$ cat config.mk
export PLATFORM = sky130hd
export DESIGN_NAME = board_specific_top
export DESIGN_NICKNAME = d
export VERILOG_FILES = /design/src/verilog/board_pkg.sv /design/src/verilog/slow_clk_gen.sv /design/src/verilog/lab_top.sv /design/src/verilog/tm1638_sio_shifter.sv /design/src/verilog/tm1638_board_controller.sv /design/src/verilog/board_specific_top.sv
export SDC_FILE = /design/constraint.sdc
export NUM_CORES = 1
export LEC_CHECK = 0
export ABC_AREA = 1
export BUFFER_PORTS_ARGS = -buffer_cell sky130_fd_sc_hd__buf_2
export CORE_MARGIN = 10
export CORE_UTILIZATION = 63
export DETAILED_ROUTE_END_ITERATION = 16
export PLACE_DENSITY = 0.77
export SLEW_MARGIN = 20
export SYNTH_ARGS = -nofsm -noshare
export SYNTH_HDL_FRONTEND = slang
export SYNTH_SLANG_ARGS = --single-unit
export TNS_END_PERCENT = 5
$ cat constraint.sdc
create_clock -name clk -period 6.4 [get_ports clk]
set_clock_uncertainty 0.15 [all_clocks]
set_input_delay 0.32 -clock clk [delete_from_list [all_inputs] [get_ports clk]]
set_output_delay 0.32 -clock clk [all_outputs]
set_load 0.02 [all_outputs]
$ cat src/verilog/board_pkg.sv
package board_pkg;

    // --------------------
    // Shared widths

    localparam int w_count      = 16;  // Lab counter width
    localparam int w_tm_digit   = 8;   // TM1638 digit positions
    localparam int w_tm_led     = 8;   // TM1638 LED positions
    localparam int n_hex_digits = 4;   // Digits 0..3 carry the count, LSD at 0

    // --------------------
    // TM1638 command bytes

    localparam logic [7:0] tm_cmd_write_auto = 8'h40;  // Data write, auto increment
    localparam logic [7:0] tm_cmd_addr0      = 8'hC0;  // Start at address 0
    localparam logic [7:0] tm_cmd_display_on = 8'h8F;  // Display on, full brightness

    // Bit 0 is segment a, bit 6 is segment g, bit 7 is the decimal point
    function automatic logic [7:0] hex_to_segments(input logic [3:0] value);
        case (value)
            4'h0: return 8'h3F;
            4'h1: return 8'h06;
            4'h2: return 8'h5B;
            4'h3: return 8'h4F;
            4'h4: return 8'h66;
            4'h5: return 8'h6D;
            4'h6: return 8'h7D;
            4'h7: return 8'h07;
            4'h8: return 8'h7F;
            4'h9: return 8'h6F;
            4'hA: return 8'h77;
            4'hB: return 8'h7C;
            4'hC: return 8'h39;
            4'hD: return 8'h5E;
            4'hE: return 8'h79;
            default: return 8'h71;  // F
        endcase
    endfunction

endpackage

$ cat src/verilog/slow_clk_gen.sv
`timescale 1ns/10ps

module slow_clk_gen
#(
    parameter clk_mhz = 27,
    parameter tick_hz = 1
)
(
    input  logic clk,
    input  logic rst_n,
    output logic tick
);

    localparam int period = clk_mhz * 1000000 / tick_hz;  // Cycles between ticks
    localparam int w_cnt  = period > 1 ? $clog2(period) : 1;

    localparam logic [w_cnt-1:0] reload = w_cnt'(period - 1);

    logic [w_cnt-1:0] cnt;

    always_ff @(posedge clk)
    begin
        if (!rst_n)
        begin
            cnt  <= reload;
            tick <= 1'b0;
        end
        else if (cnt == '0)
        begin
            cnt  <= reload;              // Start the next period
            tick <= 1'b1;
        end
        else
        begin
            cnt  <= cnt - 1'b1;
            tick <= 1'b0;
        end
    end

    tick_single_cycle : assert property (
        @(posedge clk) disable iff (!rst_n)
        (period > 1) && tick |=> !tick
    );

endmodule

$ cat src/verilog/lab_top.sv
`timescale 1ns/10ps

module lab_top
#(
    parameter w_led = 6
)
(
    input  logic                          clk,
    input  logic                          rst_n,

    input  logic                          tick,
    input  logic [1:0]                    key,          // Active high
    output logic [w_led-1:0]              led,          // Active high

    output logic                          frame_req,
    output logic [board_pkg::w_count-1:0] frame_count,
    input  logic                          frame_ack
);

    import board_pkg::*;

    logic [1:0]         key_meta;
    logic [1:0]         key_sync;
    logic [1:0]         key_prev;
    logic [1:0]         key_rise;

    logic               run;
    logic [w_count-1:0] count;

    logic               sent_once;
    logic               frame_start;

    // --------------------
    // Key synchronizer and edge detect

    always_ff @(posedge clk)
    begin
        if (!rst_n)
        begin
            key_meta <= 2'b00;
            key_sync <= 2'b00;
            key_prev <= 2'b00;
        end
        else
        begin
            key_meta <= key;
            key_sync <= key_meta;
            key_prev <= key_sync;
        end
    end

    assign key_rise = key_sync & ~key_prev;

    // --------------------
    // Run flag and counter

    always_ff @(posedge clk)
    begin
        if (!rst_n)
        begin
            run   <= 1'b1;
            count <= '0;
        end
        else
        begin
            if (key_rise[0])
                run <= ~run;                      // Pause toggles

            if (key_rise[1])
                count <= '0;                      // Clear wins over a tick
            else if (run && tick)
                count <= count + w_count'(1);     // Wraps at 16 bits
        end
    end

    assign led = count[w_led-1:0];

    // --------------------
    // Frame request side of the handshake

    // New frame on a changed count, or once after reset
    assign frame_start = !frame_req && !frame_ack
                         && (!sent_once || count != frame_count);

    always_ff @(posedge clk)
    begin
        if (!rst_n)
        begin
            frame_req <= 1'b0;
            sent_once <= 1'b0;
        end
        else if (frame_req)
        begin
            if (frame_ack)
                frame_req <= 1'b0;
        end
        else if (frame_start)
        begin
            frame_req <= 1'b1;
            sent_once <= 1'b1;
        end
    end

    always_ff @(posedge clk)
    begin
        if (frame_start)
            frame_count <= count;                 // Held for the whole frame
    end

    frame_req_held : assert property (
        @(posedge clk) disable iff (!rst_n)
        frame_req && !frame_ack |=> frame_req && $stable(frame_count)
    );

endmodule

$ cat src/verilog/tm1638_sio_shifter.sv
`timescale 1ns/10ps

module tm1638_sio_shifter
#(
    parameter sio_half_period = 8  // Two or more
)
(
    input  logic       clk,
    input  logic       rst_n,

    input  logic       byte_req,
    input  logic [7:0] byte_data,
    output logic       byte_ack,

    output logic       sio_clk,
    output logic       sio_dio
);

    localparam int w_half = sio_half_period > 1 ? $clog2(sio_half_period) : 1;

    localparam logic [w_half-1:0] half_last = w_half'(sio_half_period - 1);

    logic              busy;
    logic [2:0]        bit_cnt;
    logic [w_half-1:0] half_cnt;
    logic [7:0]        shift_q;
    logic              start;
    logic              bit_edge;

    assign start    = !busy && byte_req && !byte_ack;
    assign bit_edge = busy && !sio_clk && half_cnt == '0;  // One cycle into the low phase

    // --------------------
    // Clock phases and bit count

    always_ff @(posedge clk)
    begin
        if (!rst_n)
        begin
            busy     <= 1'b0;
            byte_ack <= 1'b0;
            bit_cnt  <= '0;
            half_cnt <= '0;
            sio_clk  <= 1'b1;                   // Idle high
            sio_dio  <= 1'b1;
        end
        else if (start)
        begin
            busy     <= 1'b1;
            bit_cnt  <= '0;
            half_cnt <= '0;
            sio_clk  <= 1'b0;
        end
        else if (!busy)
        begin
            if (byte_ack && !byte_req)
                byte_ack <= 1'b0;
        end
        else if (!sio_clk)
        begin
            if (bit_edge)
                sio_dio <= shift_q[0];          // LSB first
            if (half_cnt == half_last)
            begin
                sio_clk  <= 1'b1;               // Device samples here
                half_cnt <= '0;
            end
            else
                half_cnt <= half_cnt + 1'b1;
        end
        else if (half_cnt != half_last)
            half_cnt <= half_cnt + 1'b1;
        else
        begin
            half_cnt <= '0;
            if (bit_cnt == 3'd7)
            begin
                busy     <= 1'b0;
                byte_ack <= 1'b1;
            end
            else
            begin
                bit_cnt <= bit_cnt + 1'b1;
                sio_clk <= 1'b0;
            end
        end
    end

    always_ff @(posedge clk)
    begin
        if (start)
            shift_q <= byte_data;
        else if (bit_edge)
            shift_q <= shift_q >> 1;
    end

    dio_stable_clk_high : assert property (
        @(posedge clk) disable iff (!rst_n)
        !$stable(sio_dio) |-> !sio_clk && !$past(sio_clk)
    );

endmodule

$ cat src/verilog/tm1638_board_controller.sv
`timescale 1ns/10ps

module tm1638_board_controller
#(
    parameter w_led           = 6,
    parameter sio_half_period = 8
)
(
    input  logic                          clk,
    input  logic                          rst_n,

    input  logic                          frame_req,
    input  logic [board_pkg::w_count-1:0] frame_count,
    output logic                          frame_ack,

    input  logic [w_led-1:0]              led,

    output logic                          sio_stb,
    output logic                          sio_clk,
    output logic                          sio_dio
);

    import board_pkg::*;

    localparam int w_half = sio_half_period > 1 ? $clog2(sio_half_period) : 1;

    localparam logic [w_half-1:0] half_last = w_half'(sio_half_period - 1);

    // Byte index over the frame: 0x40, 0xC0, data bytes, 0x8F
    localparam logic [4:0] idx_addr      = 5'd1;
    localparam logic [4:0] idx_last_data = 5'(1 + 2 * w_tm_digit);
    localparam logic [4:0] idx_display   = 5'(2 + 2 * w_tm_digit);

    localparam logic [2:0] st_idle     = 3'd0;
    localparam logic [2:0] st_stb_low  = 3'd1;
    localparam logic [2:0] st_byte     = 3'd2;
    localparam logic [2:0] st_byte_end = 3'd3;
    localparam logic [2:0] st_stb_high = 3'd4;
    localparam logic [2:0] st_ack      = 3'd5;

    logic [2:0]         state;
    logic [4:0]         byte_idx;
    logic [w_half-1:0]  half_cnt;
    logic               byte_req;
    logic               byte_ack;
    logic [7:0]         byte_data;
    logic [4:0]         data_addr;

    logic [w_count-1:0] count_q;
    logic [w_led-1:0]   led_q;
    logic [7:0]         digit_byte [w_tm_digit];
    logic [7:0]         led_byte   [w_tm_led];

    // --------------------
    // Byte contents

    always_comb
    begin
        for (int k = 0; k < w_tm_digit; k++)
            digit_byte[k] = 8'h00;                // Blank positions
        for (int k = 0; k < n_hex_digits; k++)
            digit_byte[k] = hex_to_segments(count_q[4*k +: 4]);

        for (int k = 0; k < w_tm_led; k++)
            led_byte[k] = 8'h00;
        for (int k = 0; k < w_led && k < w_tm_led; k++)
            led_byte[k] = {7'b0, led_q[k]};
    end

    always_comb
    begin
        data_addr = byte_idx - 5'd2;              // Device address of a data byte

        if (byte_idx == 5'd0)
            byte_data = tm_cmd_write_auto;
        else if (byte_idx == idx_addr)
            byte_data = tm_cmd_addr0;
        else if (byte_idx == idx_display)
            byte_data = tm_cmd_display_on;
        else if (data_addr[0])
            byte_data = led_byte[data_addr[3:1]];   // Odd address is the LED
        else
            byte_data = digit_byte[data_addr[3:1]];
    end

    // --------------------
    // Frame sequencer

    always_ff @(posedge clk)
    begin
        if (!rst_n)
        begin
            state     <= st_idle;
            byte_idx  <= '0;
            half_cnt  <= '0;
            byte_req  <= 1'b0;
            sio_stb   <= 1'b1;
            frame_ack <= 1'b0;
        end
        else
        begin
            case (state)
                st_idle:
                    if (frame_req)
                    begin
                        byte_idx <= '0;
                        half_cnt <= '0;
                        sio_stb  <= 1'b0;
                        state    <= st_stb_low;
                    end
                st_stb_low:                          // Strobe setup before the first bit
                    if (half_cnt == half_last)
                    begin
                        byte_req <= 1'b1;
                        state    <= st_byte;
                    end
                    else
                        half_cnt <= half_cnt + 1'b1;
                st_byte:
                    if (byte_ack)
                    begin
                        byte_req <= 1'b0;
                        state    <= st_byte_end;
                    end
                st_byte_end:
                    if (!byte_ack)
                    begin
                        if (byte_idx == 5'd0 || byte_idx == idx_last_data
                            || byte_idx == idx_display)
                        begin
                            sio_stb  <= 1'b1;        // Group done
                            half_cnt <= '0;
                            state    <= st_stb_high;
                        end
                        else
                        begin
                            byte_idx <= byte_idx + 1'b1;
                            byte_req <= 1'b1;
                            state    <= st_byte;
                        end
                    end
                st_stb_high:
                    if (half_cnt != half_last)
                        half_cnt <= half_cnt + 1'b1;
                    else if (byte_idx == idx_display)
                    begin
                        frame_ack <= 1'b1;
                        state     <= st_ack;
                    end
                    else
                    begin
                        byte_idx <= byte_idx + 1'b1;
                        half_cnt <= '0;
                        sio_stb  <= 1'b0;
                        state    <= st_stb_low;
                    end
                st_ack:
                    if (!frame_req)
                    begin
                        frame_ack <= 1'b0;
                        state     <= st_idle;
                    end
                default:
                    state <= st_idle;
            endcase
        end
    end

    // Frame payload, sampled as the frame starts
    always_ff @(posedge clk)
    begin
        if (state == st_idle && frame_req)
        begin
            count_q <= frame_count;
            led_q   <= led;
        end
    end

    // --------------------

    tm1638_sio_shifter
    #(
        .sio_half_period ( sio_half_period )
    )
    i_sio_shifter
    (
        .clk       ( clk       ),
        .rst_n     ( rst_n     ),
        .byte_req  ( byte_req  ),
        .byte_data ( byte_data ),
        .byte_ack  ( byte_ack  ),
        .sio_clk   ( sio_clk   ),
        .sio_dio   ( sio_dio   )
    );

    stb_quiet_during_byte : assert property (
        @(posedge clk) disable iff (!rst_n)
        !$stable(sio_stb) |-> !byte_req && !$past(byte_req)
    );

endmodule

$ cat src/verilog/board_specific_top.sv
`timescale 1ns/10ps

module board_specific_top
#(
    parameter clk_mhz         = 27,
    parameter tick_hz         = 1,
    parameter w_led           = 6,
    parameter sio_half_period = 8
)
(
    input  logic             clk,
    input  logic             rst_n,

    input  logic [1:0]       key,      // Active low on the board
    output logic [w_led-1:0] led,      // Active low on the board

    output logic             sio_clk,
    output logic             sio_stb,
    output logic             sio_dio
);

    import board_pkg::*;

    logic [1:0]         lab_key;
    logic [w_led-1:0]   lab_led;
    logic               tick;
    logic               frame_req;
    logic               frame_ack;
    logic [w_count-1:0] frame_count;

    // --------------------
    // Board wiring polarity

    assign lab_key = ~key;
    assign led     = ~lab_led;

    // --------------------

    slow_clk_gen
    #(
        .clk_mhz ( clk_mhz ),
        .tick_hz ( tick_hz )
    )
    i_slow_clk_gen
    (
        .clk   ( clk   ),
        .rst_n ( rst_n ),
        .tick  ( tick  )
    );

    // --------------------

    lab_top
    #(
        .w_led ( w_led )
    )
    i_lab_top
    (
        .clk         ( clk         ),
        .rst_n       ( rst_n       ),
        .tick        ( tick        ),
        .key         ( lab_key     ),
        .led         ( lab_led     ),
        .frame_req   ( frame_req   ),
        .frame_count ( frame_count ),
        .frame_ack   ( frame_ack   )
    );

    // --------------------

    tm1638_board_controller
    #(
        .w_led           ( w_led           ),
        .sio_half_period ( sio_half_period )
    )
    i_tm1638
    (
        .clk         ( clk         ),
        .rst_n       ( rst_n       ),
        .frame_req   ( frame_req   ),
        .frame_count ( frame_count ),
        .frame_ack   ( frame_ack   ),
        .led         ( lab_led     ),
        .sio_stb     ( sio_stb     ),
        .sio_clk     ( sio_clk     ),
        .sio_dio     ( sio_dio     )
    );

endmodule

==> summary.md <==
| Metric | Value |
|---|---|
| Status | finished, final reports clean |
| Syn. warnings | 0 |
| Initial antenna violation count | 0 |
| Slowest cell on the critical path | dfxtp_1 |
| Crit-path cells | clkinv_1 > ha_1 > inv_1 > nor2_1 > o21ai_0 > o21ai_0 > a21oi_1 > o21ai_0 |
| Seq cells post-synth | 149 |
| Area of the mapped netlist | 7630 sq um |
| Leakage power | 3.60 nW |
| Routed wire length | 14.7 mm |
| Htree depth | 4 |
| Fill cell count | 975 |
| IO Pins | 13 |
| Site Rows | 40 |
| Starting Density | 63.8% |
| CP max stage delay | 0.69 ns |
| PwrDens | 377 nW/um^2 |
| Number of max-cap violations | 0 |
| Worst r2r src | i_tm1638.byte_idx[1]$_SDFFE_PN0P_ |
| CP Buf/Inv Count | 2 |
| Post-route DRC violation count | 0 |
| Crit. End Element | flop |
| Max VDD drop | 0.232 mV |
| Clock slew at reported path FFs | 0.06 ns |
| Worst Hold Class | in -> reg |
| Synth Flop Type | dfxtp_1 |
| Root Buffer | clkbuf_16 |
| Avg Vias per Cell | 5.23 |
| CTS Buffer Depth | 2 |
| Critical path class | reg -> reg |
| Slew Limit Headroom | 46.4% |
| CP Data Required Time | 6.42 ns |
| Grt met3 use | 4.22% |
| Startpoint Class | flop |
| Multi-input logic area | 3640 sq um |
| Die width | 130 um |
| Setup tns final | 0 ns |
| WL per Instance | 12.8 um |
| TritonCTS clock tree | done |
| Die ar. | 16900 sq um |
| Layout cells sized above 1 | 8.16% |
| Dpl hpwl | 10.7 mm |
| Sink Count | 149 |
| Nets | 1040 |
| Final GP Congestion | 0.855 |
| Worst skew pair latency | 0.43 ns |
| Crit. Startpoint | i_tm1638.byte_idx[1]$_SDFFE_PN0P_ |
| Hold_sp | rst_n |
| Final Setup Violations | 0 |
| Final instance area | 8340 sq um |
| Final hold violations | 0 |
| Crit path DAT | 2.97 ns |
| Pin count of the biggest net entering global routing | 34 |
| CP most frequent cell | o21ai_0 |
| Post-synthesis sequential area ratio | 45.1% |
| Post-synth EDFFs | 46 |
| Synth unique cells | 45 |
| Syn-to-layout area delta | 9.28% |
| Met1 usage | 23.6% |
| Number of vias in the routed layout | 6026 |
| Tmin final | 2.95 ns |
| Pins Over Slew Limit | 0 |
| Post_cts resized | 0 |
| Post-place setup slack | 3.47 ns |
| Period utilization | 46.1% |
| Post-Syn Nets | 1023 |
| Synth async-reset ratio | 0% |
| Ant. Diodes | 0 |
| Gate Count Post-Synth | 975 |
| Final worst setup slack | 3.45 ns |
| Least-Margin Pin Slew | 0.803 ns |
| First-pass GRT wire length | 25.9 mm |
| DP Area | 7770 sq um |
| Crit-path leading delay family | buffers and inverters |
| Storage element area | 3440 sq um |
| Core ar. | 12000 sq um |
| Grt peak-use layer | met2 |
| I/O Buffers | 12 |
| Antenna viol nets, final | 0 |
| Met2 Resource Use GR | 30.7% |
| GRT overflow | 0 |
| Crit Path Max Fanout | 21 |
| Top achievable clock speed | 339 MHz |
| CTS Buf Count | 17 |
| Detailed Routing Iterations Pass 1 | 5 |
| DRT iter0 DRCs | 467 |
| Mean Syn Cell Area | 7.83 sq um |
| Die Ht | 130 um |
| GRT Util Overall | 18.8% |
| Tot Pwr | 3.15 mW |
| Unrepaired setup endpoints after global routing | false |
| Vias in the first global route | 5739 |
flip-flops by register name, indices dropped and copies added, names as in the netlist, 2 cells and up:
name and cells:
i_tm1638.digit_byte 28, i_slow_clk_gen.cnt 25, i_lab_top.count 16, i_lab_top.frame_count 16
i_tm1638.count_q 16, i_tm1638.i_sio_shifter.shift_q 8, i_tm1638.led_q 6, i_tm1638.byte_idx 5
i_tm1638.half_cnt 3, i_tm1638.i_sio_shifter.bit_cnt 3, i_tm1638.i_sio_shifter.half_cnt 3, i_tm1638.state 3
i_lab_top.key_meta 2, i_lab_top.key_prev 2, i_lab_top.key_sync 2
report_power, final:
part	leakage, nW	internal, mW	switching (mW)
Clock	0.253	0.527	0.381
Sequential	1.30	1.17	0.103
Combinational	2.05	0.322	0.640
Total	3.60	2.02	1.12
what timing repair did:
item / in CTS / in global routing
setup buffers: 0 / 0
hold endpoints to repair: 2 / 0
hold buffers: 2 / 0
cells in the mapped netlist (all sizes together), types with 2 or more instances:
library cell / number / area (sq um)
buf: 9 / 76.3
nand2: 249 / 955
o22ai: 4 / 25.0
dfxtp: 103 / 2060
nor3: 12 / 60.1
inv: 115 / 437
nor4: 2 / 12.5
o21a: 4 / 30.0
clkbuf: 7 / 26.3
a31oi: 2 / 12.5
nand3b: 6 / 45.0
ha: 44 / 551
edfxtp: 46 / 1380
nor2: 135 / 531
a21oi: 38 / 198
xnor2: 14 / 123
nand3: 66 / 348
and2: 2 / 12.5
or2: 5 / 31.3
o21ai: 78 / 473
nand4: 18 / 113
xor2: 8 / 70.1
kinds of logic after synthesis:
kind of cell	after synthesis	synth area share, %
AO/OA/AOI/OAI	131	10.2
XOR/XNOR	22	2.53
adder cells (fa/ha/maj)	44	7.21
buffers and inverters	132	7.12
flip-flops	149	45.1
AND/OR/NAND/NOR	497	27.8
worst reg2reg max path: stages (launching register included):
cell      delay, ns
dfxtp_1        0.69
clkinv_1       0.59
ha_1           0.54
inv_1          0.23
nor2_1         0.08
o21ai_0        0.07
o21ai_0        0.12
a21oi_1        0.14
o21ai_0        0.09
final timing paths:
path | end | slack [ns] | depth (start not counted)
max | i_tm1638.i_sio_shifter.shift_q[1]$_DFFE_PP_ | 3.45 | 8
min reg2reg | i_slow_clk_gen.cnt[0]$_SDFF_PP1_ | 0.24 | 1
min | i_tm1638.i_sio_shifter.sio_clk$_SDFFE_PN1P_ | 0.12 | 2
max reg2reg | i_tm1638.i_sio_shifter.shift_q[1]$_DFFE_PP_ | 3.45 | 8
area by class of cell:
class                   count  area share, %
repair buffers             14          0.960
inverters                 116           5.28
clock buffers              21           5.66
clock inverters            11          0.900
multi-input cells         694           43.7
well taps                 147           2.21
flip-flops and latches    149           41.3
per-stage QoR:
stage | instances | hold slack (ns) | util, %
floorplan | 975 | 0.216 | -
CTS | 1152 | 0.120 | 69.7
finish | 1152 | 0.121 | 69.7
detailed placement | 1118 | 0.229 | 65.0
global placement | 1118 | 0.224 | 65.0
global route | 1152 | 0.139 | 69.7
layout by cell type, fill, tap and decap left out, types with 2 or more instances in the layout:
cell / instances
inv_2: 7
o22ai_1: 4
ha_1: 44
nor3_1: 12
clkinvlp_4: 6
dfxtp_1: 103
nand4_1: 18
dlygate4sd3_1: 2
clkbuf_16: 18
o21ai_1: 4
and2_1: 2
edfxtp_1: 46
o21ai_0: 62
o21ai_4: 5
a21oi_1: 36
xor2_1: 8
nand2_1: 241
xnor2_1: 14
clkinv_2: 3
a21oi_2: 2
or2_2: 5
nand3_1: 64
inv_4: 3
inv_1: 106
o21ai_2: 7
nor2_1: 133
o21a_1: 4
nand3b_1: 6
clkbuf_1: 2
buf_2: 12
nor4_1: 2
a31oi_1: 2
nand2_2: 8
layer usage:
metal	wire length, um	part of all wire [%]	up-vias
met5	0	0	-
met4	242	1.6	0
met3	523	3.6	23
met2	6690	46	113
met1	7250	49	2687
li1	-	-	3203
(Power assumes the default switching activity.)
